===== src/design/corr_defines.svh =====
/* sizes and the fixed tap pattern of the lane correlator.
   include this wherever a width, a count or the pattern is needed */
`ifndef CORR_DEFINES_SVH
`define CORR_DEFINES_SVH

// channels per beat, one lane each
`define CORR_CHANNELS 4
`define CORR_LANE_W 2

// signed sample and accumulator widths
`define CORR_SAMPLE_W 8
`define CORR_ACC_W 13
`define CORR_OUT_W 16

// correlator length
`define CORR_TAPS 8

// bit n set gives +1 on tap n, clear gives -1
`define CORR_COEFFS 8'b1011_0010

`endif


===== src/design/corr_pkg.sv =====
/* vector types and the sequencer state encoding shared by the correlator blocks */
`default_nettype none

`include "corr_defines.svh"

package corr_pkg;

  // one signed sample and a packed beat, lane 0 in the low bits
  typedef logic signed [`CORR_SAMPLE_W-1:0] sample_t;
  typedef logic [`CORR_CHANNELS*`CORR_SAMPLE_W-1:0] beat_t;

  // chain value, wide enough for taps x 128
  typedef logic signed [`CORR_ACC_W-1:0] acc_t;

  // output lane and packed output word
  typedef logic signed [`CORR_OUT_W-1:0] out_lane_t;
  typedef logic [`CORR_CHANNELS*`CORR_OUT_W-1:0] out_beat_t;

  typedef logic [`CORR_LANE_W-1:0] lane_t;

  typedef enum logic [1:0] {IDLE, RUN, COMMIT} seq_state_t;

endpackage

`default_nettype wire


===== src/design/lane_counter.sv =====
/* lane index of the beat in progress; advances once per step and
   flags the final lane so the sequencer knows when the beat is done */
`timescale 1ns/1ps
`default_nettype none

`include "corr_defines.svh"

module lane_counter (
  input  wire            clk,
  input  wire            rst,
  input  wire            clear,
  input  wire            step,
  output corr_pkg::lane_t lane,
  output logic           last
);

  always_ff @(posedge clk) begin
    if (rst) begin
      lane <= '0;
    end else if (clear) begin
      lane <= '0;
    end else if (step) begin
      lane <= lane + 1'b1;
    end
  end

  // final lane of the beat
  assign last = (lane == corr_pkg::lane_t'(`CORR_CHANNELS - 1));

  //////////////////////////////
  // checks

  // a step on the last lane wraps to 0 and ends the step burst
  a_wrap_ends_run: assert property (
    @(posedge clk) disable iff (rst)
    (step && last && !clear) |=> (lane == '0 && !step)
  );

endmodule

`default_nettype wire


===== src/design/corr_sequencer.sv =====
/* beat FSM: takes one input beat, steps every lane through the shared chain,
   then hands the result to the output slot as soon as it is free */
`timescale 1ns/1ps
`default_nettype none

`include "corr_defines.svh"

module corr_sequencer (
  input  wire  clk,
  input  wire  rst,
  input  wire  in_valid,
  output logic in_ready,
  input  wire  last,
  input  wire  slot_busy,
  output logic load,
  output logic clear,
  output logic step,
  output logic commit
);

  corr_pkg::seq_state_t state;
  corr_pkg::seq_state_t state_nxt;

  //////////////////////////////
  // state register

  always_ff @(posedge clk) begin
    if (rst) begin
      state <= corr_pkg::IDLE;
    end else begin
      state <= state_nxt;
    end
  end

  always_comb begin
    state_nxt = state;
    case (state)
      corr_pkg::IDLE: begin
        if (in_valid) begin
          state_nxt = corr_pkg::RUN;
        end
      end
      corr_pkg::RUN: begin
        // the step on the last lane closes the beat
        if (last) begin
          state_nxt = corr_pkg::COMMIT;
        end
      end
      corr_pkg::COMMIT: begin
        if (!slot_busy) begin
          state_nxt = corr_pkg::IDLE;
        end
      end
      default: state_nxt = corr_pkg::IDLE;
    endcase
  end

  //////////////////////////////
  // outputs

  assign in_ready = (state == corr_pkg::IDLE);

  // input transfer latches the beat and rewinds the lane counter
  assign load = in_valid && in_ready;
  assign clear = load;

  assign step = (state == corr_pkg::RUN);
  assign commit = (state == corr_pkg::COMMIT) && !slot_busy;

  // checks

  // the output slot only fills through a commit into a free slot
  a_slot_filled_by_commit: assert property (
    @(posedge clk) disable iff (rst)
    $rose(slot_busy) |-> $past(commit)
  );

  // one step per lane after a load, and steps only while running
  a_step_burst: assert property (
    @(posedge clk) disable iff (rst)
    load |=> (step && state == corr_pkg::RUN) [*`CORR_CHANNELS]
      ##1 (!step && state == corr_pkg::COMMIT)
  );

endmodule

`default_nettype wire


===== src/design/tap_chain.sv =====
/* shared add/subtract chain; one lane per step, each tap keeps its partial
   sum per lane in a small memory so every channel has its own history */
`timescale 1ns/1ps
`default_nettype none

`include "corr_defines.svh"

module tap_chain (
  input  wire                   clk,
  input  wire                   rst,
  input  wire                   load,
  input  wire corr_pkg::beat_t  in_data,
  input  wire                   step,
  input  wire corr_pkg::lane_t  lane,
  output corr_pkg::out_lane_t   result,
  output corr_pkg::lane_t       result_lane
);

  localparam logic [`CORR_TAPS-1:0] COEFFS = `CORR_COEFFS;

  corr_pkg::beat_t   beat_q;
  corr_pkg::sample_t sample;
  corr_pkg::acc_t    sample_ext;

  // partial sums, one lane entry per tap below the last
  corr_pkg::acc_t tap_mem [`CORR_TAPS-1][`CORR_CHANNELS];

  corr_pkg::acc_t tap_in  [`CORR_TAPS];
  corr_pkg::acc_t tap_sum [`CORR_TAPS];

  //////////////////////////////
  // input beat and lane select

  always_ff @(posedge clk) begin
    if (load) begin
      beat_q <= in_data;
    end
  end

  assign sample = corr_pkg::sample_t'(beat_q[lane*`CORR_SAMPLE_W +: `CORR_SAMPLE_W]);
  assign sample_ext = corr_pkg::acc_t'(sample);

  //////////////////////////////
  // adder chain

  // tap 0 starts from zero
  assign tap_in[0] = '0;

  for (genvar n = 1; n < `CORR_TAPS; n++) begin : g_tap_in
    assign tap_in[n] = tap_mem[n-1][lane];
  end

  for (genvar n = 0; n < `CORR_TAPS; n++) begin : g_tap_sum
    assign tap_sum[n] = COEFFS[n] ? tap_in[n] + sample_ext : tap_in[n] - sample_ext;
  end

  // lane memories, written as the step ends
  always_ff @(posedge clk) begin
    if (rst) begin
      for (int t = 0; t < `CORR_TAPS - 1; t++) begin
        for (int c = 0; c < `CORR_CHANNELS; c++) begin
          tap_mem[t][c] <= '0;
        end
      end
    end else if (step) begin
      for (int t = 0; t < `CORR_TAPS - 1; t++) begin
        tap_mem[t][lane] <= tap_sum[t];
      end
    end
  end

  // last tap is the correlation for this lane
  assign result = corr_pkg::out_lane_t'(tap_sum[`CORR_TAPS-1]);
  assign result_lane = lane;

endmodule

`default_nettype wire


===== src/design/result_packer.sv =====
/* gathers lane results into a staging word and moves it to the registered
   output on commit; the output holds until the consumer takes it */
`timescale 1ns/1ps
`default_nettype none

`include "corr_defines.svh"

module result_packer (
  input  wire                     clk,
  input  wire                     rst,
  input  wire                     step,
  input  wire corr_pkg::lane_t    result_lane,
  input  wire corr_pkg::out_lane_t result,
  input  wire                     commit,
  input  wire                     out_ready,
  output logic                    out_valid,
  output corr_pkg::out_beat_t     out_data,
  output logic                    slot_busy
);

  corr_pkg::out_beat_t stage;

  //////////////////////////////
  // staging word

  always_ff @(posedge clk) begin
    if (step) begin
      stage[result_lane*`CORR_OUT_W +: `CORR_OUT_W] <= result;
    end
  end

  //////////////////////////////
  // output slot

  always_ff @(posedge clk) begin
    if (rst) begin
      out_valid <= 1'b0;
    end else if (commit) begin
      out_valid <= 1'b1;
    end else if (out_ready) begin
      // consumer took the word, or slot already empty
      out_valid <= 1'b0;
    end
  end

  always_ff @(posedge clk) begin
    if (commit) begin
      out_data <= stage;
    end
  end

  // word waiting and not taken this cycle
  assign slot_busy = out_valid && !out_ready;

  a_hold_stalled: assert property (
    @(posedge clk) disable iff (rst)
    (out_valid && !out_ready) |=> (out_valid && $stable(out_data))
  );

endmodule

`default_nettype wire


===== src/design/bit_correlator.sv =====
/* four-channel +/-1 correlator with valid/ready streams on both sides;
   one beat in, one packed 16-bit-per-lane result out */
`timescale 1ns/1ps
`default_nettype none

`include "corr_defines.svh"

module bit_correlator (
  input  wire                      clk,
  input  wire                      rst,
  input  wire                      in_valid,
  output logic                     in_ready,
  input  wire corr_pkg::beat_t     in_data,
  output logic                     out_valid,
  input  wire                      out_ready,
  output corr_pkg::out_beat_t      out_data
);

  logic                load;
  logic                clear;
  logic                step;
  logic                commit;
  logic                last;
  logic                slot_busy;
  corr_pkg::lane_t     lane;
  corr_pkg::lane_t     result_lane;
  corr_pkg::out_lane_t result;

  corr_sequencer corr_sequencer_i (
    .clk       (clk),
    .rst       (rst),
    .in_valid  (in_valid),
    .in_ready  (in_ready),
    .last      (last),
    .slot_busy (slot_busy),
    .load      (load),
    .clear     (clear),
    .step      (step),
    .commit    (commit)
  );

  lane_counter lane_counter_i (
    .clk   (clk),
    .rst   (rst),
    .clear (clear),
    .step  (step),
    .lane  (lane),
    .last  (last)
  );

  tap_chain tap_chain_i (
    .clk         (clk),
    .rst         (rst),
    .load        (load),
    .in_data     (in_data),
    .step        (step),
    .lane        (lane),
    .result      (result),
    .result_lane (result_lane)
  );

  result_packer result_packer_i (
    .clk         (clk),
    .rst         (rst),
    .step        (step),
    .result_lane (result_lane),
    .result      (result),
    .commit      (commit),
    .out_ready   (out_ready),
    .out_valid   (out_valid),
    .out_data    (out_data),
    .slot_busy   (slot_busy)
  );

endmodule

`default_nettype wire


===== config.mk =====
export PLATFORM = sky130hd
export DESIGN_NAME = bit_correlator
export DESIGN_NICKNAME = d
export VERILOG_FILES = /design/src/design/corr_pkg.sv /design/src/design/lane_counter.sv /design/src/design/corr_sequencer.sv /design/src/design/tap_chain.sv /design/src/design/result_packer.sv /design/src/design/bit_correlator.sv
export VERILOG_INCLUDE_DIRS = /design/src /design/src/design
export SDC_FILE = /design/constraint.sdc
export NUM_CORES = 1
export LEC_CHECK = 0
export ABC_AREA = 1
export BUFFER_PORTS_ARGS = -buffer_cell sky130_fd_sc_hd__buf_2
export CAP_MARGIN = 20
export CORE_ASPECT_RATIO = 1.25
export CORE_MARGIN = 3
export CORE_UTILIZATION = 30
export CTS_BUF_LIST = sky130_fd_sc_hd__clkbuf_8
export DETAILED_ROUTE_END_ITERATION = 10
export PLACE_DENSITY = 0.54
export SLEW_MARGIN = 20
export SYNTH_ARGS = -nofsm -noshare
export SYNTH_HDL_FRONTEND = slang
export SYNTH_SLANG_ARGS = --single-unit

===== constraint.sdc =====
create_clock -name clk -period 5.73 [get_ports clk]
set_input_delay 1.146 -clock clk [delete_from_list [all_inputs] [get_ports clk]]
set_output_delay 1.146 -clock clk [all_outputs]
set_load 0.01 [all_outputs]

* Word-level counts from Yosys, hierarchy flattened
Memory sizes are Yosys's and may differ from the RTL's.
Cells that the tools add are included.
** Cells by class
- Add/sub/neg operators :: 10
- $lt $le $gt $ge :: 2
- Equal/unequal tests :: 6
- Shift-type cells :: 3
- Muxes and demuxes :: 399
- Bitwise operators :: 365
- Reductions and logical operators :: 10
** Operator list (number)
- 1-bit 2-to-1 mux :: 370
- 1-bit bitwise OR :: 364
- 13-bit 2-to-1 mux :: 15
- 13-bit binary-select mux with 2-bit select :: 7
- 64-bit bitwise mux :: 1
- 16-bit by 34-bit variable shift with 64-bit output (first input constant) :: 1
- 16-bit by 34-bit indexed part select with 64-bit output :: 1
- 13-bit by 8-bit adder with 13-bit output :: 4
- 52-bit 2-to-1 mux :: 1
- 13-bit by 8-bit subtractor with 13-bit output :: 3
- 6-bit negator with 34-bit output :: 1
- 32-bit by 6-bit indexed part select with 8-bit output :: 1
- 13-bit demux with 2-bit select :: 1
- 1-bit by 8-bit subtractor with 9-bit output (first input constant) :: 1
- 2-bit 2-to-1 mux :: 3
- 2-bit case mux with 3 select lines :: 1
- 2-bit == test (second input constant) :: 2
- 1-bit logical AND :: 4
- 2-bit != test (second input constant) :: 2
- 3-bit >= comparator (second input constant) :: 1
- 3-bit by 1-bit < comparator with 1-bit output (second input constant) :: 1
- 2-bit inverter with 3-bit output :: 1
- 3-bit AND reduction :: 1
- 2-bit by 1-bit adder with 2-bit output (second input constant) :: 1
- other kinds (6) :: 7
** Word-level totals
- Flip-flop bits (word level) :: 165
- Bits in writable memories :: 364
- Input bits :: 36
- Output and inout port bits :: 66
- Word-level logic and storage cells :: 802
- Memories kept :: 1
** Memories
- tap_chain_i.tap_mem :: depth 7, bits a word 52, read ports 7, clocked after Yosys merged registers in 0, wr ports 7, line tap_chain.sv:26 : corr_pkg::acc_t tap_mem [`CORR_TAPS-1][`CORR_CHANNELS];

* Depth between registers and ports, before layout
- Depth in word-level cells :: 7
- Mapped depth :: 19
- Depth with buffers taken out :: 17

* Cells and area by module
A second synthesis with hierarchy kept.
** Unflattened totals
- Cell total of the unflattened synthesis :: 2391
- Area total of the unflattened synthesis :: 23714.0 sq um
** By module, submodules not included
- tap_chain :: instances 1, cells each 2082, area each 18973.2 sq um, sequential area each 9979.6 sq um
- result_packer :: instances 1, cells each 277, area each 4524.3 sq um, sequential area each 3863.7 sq um
- corr_sequencer :: instances 1, cells each 19, area each 121.4 sq um, sequential area each 40.0 sq um
- lane_counter :: instances 1, cells each 13, area each 95.1 sq um, sequential area each 40.0 sq um

* Least setup slack after synthesis
OpenSTA, ideal clock, no wires.
- Path kind :: input port to flip-flop
- Start point :: in out_ready
- End point :: reg result_packer_i.out_data[0] (enable)
- Setup time :: 0.462 ns
- Arrival time :: 3.373 ns
- Required time :: 5.268 ns
- Setup slack :: 1.895 ns
- Stages :: 2
- Buffers on the path :: 0
- Cell sequence :: nor2_1 -> nor2_1
** On the way
- Longest elaborated chain between the ends :: 4
** Ends and longest elaborated chain
- from (decl) :: line bit_correlator.sv:15 : input wire out_ready,
- 1-bit zero test :: line result_packer.sv:53 : assign slot_busy = out_valid && !out_ready;
- 1-bit logical AND :: line result_packer.sv:53
- 1-bit zero test
- 1-bit logical AND :: line corr_sequencer.sv:68 : assign commit = (state == corr_pkg::COMMIT) && !slot_busy;
- named net commit :: line bit_correlator.sv:22 : logic commit;
- to (signal assigned) :: line result_packer.sv:48 : out_data <= stage;
- to (decl) :: line result_packer.sv:17 : output corr_pkg::out_beat_t out_data,
The timed path passes the listed nets, and every way through them passes these cells.
A chain may end at the register's enable or synchronous reset.

==> flow_metrics.env <==
export IMPL_status="finished clean"
export IMPL_placed_cell_area_sq_um=25300
export IMPL_reg2reg_depth=15
export IMPL_cp_arrival_ns=4.63
export IMPL_layout_commonest_cell="nand2_1"
export IMPL_critPathKind="flop to flop"
export IMPL_finalSetupViolCount=0
export IMPL_clk_pin_slew_worst_paths_ns=0.06
export IMPL_syn_avg_cell_area_sq_um=8.95
export IMPL_dp_hpwl_mm=41.2
export IMPL_clkSinkCount=489
export IMPL_p_per_area_nw_per_um2=330
export IMPL_gp_congestion=0.838
export IMPL_synth_top_cell_area_share_pct=43.0
export IMPL_synth_top_area_cell="edfxtp_1"
export IMPL_total_power_w=0.00889
export IMPL_fp_row_count=114
export IMPL_start_util_pct=30.5
export IMPL_finish_net_count=2872
export IMPL_whs_path_depth=0
export IMPL_postSynthCellCount=2660
export IMPL_grt_overflow_total=0
export IMPL_drt_iter0_markers=1112
export IMPL_hold_viol=0
export IMPL_htree_levels=3
export IMPL_io_pins=102
export IMPL_synth_main_ff_cell="edfxtp_1"
export IMPL_period_share_pct=71.6
export IMPL_cpPeakStageDelay_ns=0.78
export IMPL_fin_area_sq_um=27000
export IMPL_crit_buf_inv=5
export IMPL_drive_gt1_share_pct=10.3
export IMPL_critPathSlowestCell="buf_4"
export IMPL_synth_cell_types=43
export IMPL_cp_depth=15
export IMPL_timing_fmax_mhz=244
export IMPL_dieArea_sq_um=82800
export IMPL_yosys_warnings=0
export IMPL_ant_nets=0
export IMPL_grt_util_all_layers_pct=15.3
export IMPL_p_leak_nw=11.4
export IMPL_wl_mm=64.7
export IMPL_ys_ff_latch=489
export IMPL_wl_per_cell_microns=16.8
export IMPL_grt_max_degree=165
export IMPL_worstSetupStartpointType="flop"
export IMPL_crit_chain="inv_6, buf_4, o21ai_0, o22ai_1, ha_1, inv_1, fa_1, inv_1, nand2_1, nand3_1, nand2_1, nand2_1, xor2_1, inv_1, nor2_1"
export IMPL_crit_required_ns=6.26
export IMPL_ys_seq_area_share_pct=55.4
export IMPL_max_slew_margin_rel_pct=37.1
export IMPL_rsz0062_at_grt="no"
export IMPL_antenna_found_initial=1
export IMPL_grt_pass1_wl_mm=101
export IMPL_first_global_vias=18000
export IMPL_worstPathMaxFanout=79
export IMPL_drtPass1Iterations=5
export IMPL_die_w_microns=258
export IMPL_tns_ns=0
export IMPL_cts_tree="done"
export IMPL_syn_cell_area_sq_um=23800
export IMPL_synth_edff_count=341
export IMPL_clockBufferDepth=3
export IMPL_final_cell_mix="nand2_1, nor2_1, edfxtp_1"
export IMPL_via_per_inst=4.80
export IMPL_synth_async_sr_flop_share_pct=0
export IMPL_cts_buffers=85
export IMPL_syn2layout_area_growth_pct=13.2
export IMPL_max_cap_viol_count=0
export IMPL_post_cts_buffers=0
export IMPL_hold_buffers=0
export IMPL_yosys_top_cells_area="edfxtp_1, dfxtp_1, nand2_1"
export IMPL_min_period_ns=4.10
export IMPL_clock_root_buffer="clkbuf_8"
export IMPL_drc=0
export IMPL_insertion_delay_ns=0.69
export IMPL_syn_num_nets=2793
export IMPL_crit_family="buffers and inverters"
export IMPL_drv_slew=0
export IMPL_die_height_microns=321
export IMPL_peakVddDrop_uv=139
export IMPL_core_region_area_sq_um=78000
export IMPL_vias=18500
export IMPL_holdCritPathClass="flop to flop"
export IMPL_port_buffers=101
export IMPL_tightest_slew_ns=0.943
export IMPL_worstSetupEndpointType="flop"
export IMPL_finalClockSkew_ns=0.0395
export IMPL_ctsResizeCount=0
==> flip-flops by register name (all words and copies together) (netlist names) <==
signal / count
corr_sequencer_i.state: 2
result_packer_i.out_data: 52
tap_chain_i.tap_mem: 348
lane_counter_i.lane: 2
result_packer_i.out_valid: 1
tap_chain_i.beat_q: 32
result_packer_i.stage: 52
==> synthesized netlist by cell type, types with 6 or more instances <==
master      n
buf_2      38
a211oi_1   11
buf_4      23
nand2_1   556
inv_1     193
xnor2_1     9
buf_1      12
fa_1        7
nand4_1    43
xor2_1     21
dfxtp_1   148
a21oi_1    78
o21ai_1    38
ha_1       90
nor2_1    374
nor3_1     17
inv_2       7
o22ai_1    74
nand3_1   248
clkbuf_1   69
o21ai_0   213
edfxtp_1  341
o21bai_1    6
==> path summary, 6_finish.rpt <==
| path | start | endpoint | slack [ns] |
|---|---|---|---|
| min reg2reg | result_packer_i.stage[40]$_DFFE_PP_ | result_packer_i.out_data[40]$_DFFE_PP_ | 0.42 |
| min | result_packer_i.stage[40]$_DFFE_PP_ | result_packer_i.out_data[40]$_DFFE_PP_ | 0.42 |
| max reg2reg | lane_counter_i.lane[0]$_SDFFE_PP0P_ | tap_chain_i.tap_mem[2][47]$_SDFFCE_PN0P_ | 1.63 |
| max | lane_counter_i.lane[0]$_SDFFE_PP0P_ | tap_chain_i.tap_mem[2][47]$_SDFFCE_PN0P_ | 1.63 |
==> metrics by stage <==
step	setup slack (ns)	instances	hold WS, ns	utilization [%]
5_1_grt	1.29	3855	0.425	34.6
4_1_cts	1.62	3854	0.419	34.6
2_1_floorplan	1.90	2660	0.400	-
3_3_place_gp	1.68	3696	0.402	32.4
6_report	1.63	3855	0.418	34.6
3_5_place_dp	1.65	3696	0.405	32.4
==> logic make-up after synthesis <==
kind of cell / after synthesis / share of synthesized area, %
adders and majority gates: 97 / 5.32
and+or+nand+nor: 1260 / 22.0
buffers and inverters: 347 / 6.13
AOI/OAI and AO/OA: 437 / 9.98
DFF: 489 / 55.4
xor gates and xnor gates: 30 / 1.10
==> power breakdown <==
part	total [W]	internal, W	switching, W	leakage, nW
Sequential	0.00404	0.00399	0.0000501	4.62
Combinational	0.00171	0.000513	0.00120	5.81
Clock	0.00314	0.00166	0.00148	0.957
Total	0.00889	0.00616	0.00273	11.4
==> per-layer routing <==
| metal | up-vias | global-route usage [%] | share of wire [%] |
|---|---|---|---|
| li1 | 9235 | - | - |
| met1 | 8789 | 18.2 | 42 |
| met2 | 358 | 28.0 | 51 |
| met3 | 104 | 2.11 | 3.9 |
| met4 | 0 | 6.02 | 2.8 |
| met5 | - | 0 | 0 |
==> cell type report <==
cell class	instances	area, sq um
tap	1044	1310
timing repair buffer	138	808
clock buffer	94	1290
inverter	201	763
clock inverter	64	402
multi-input combinational	1824	9180
fill	8081	51100
sequential	489	13200
antenna	1	2.50
No activity file was read; power rests on OpenSTA's default activity.
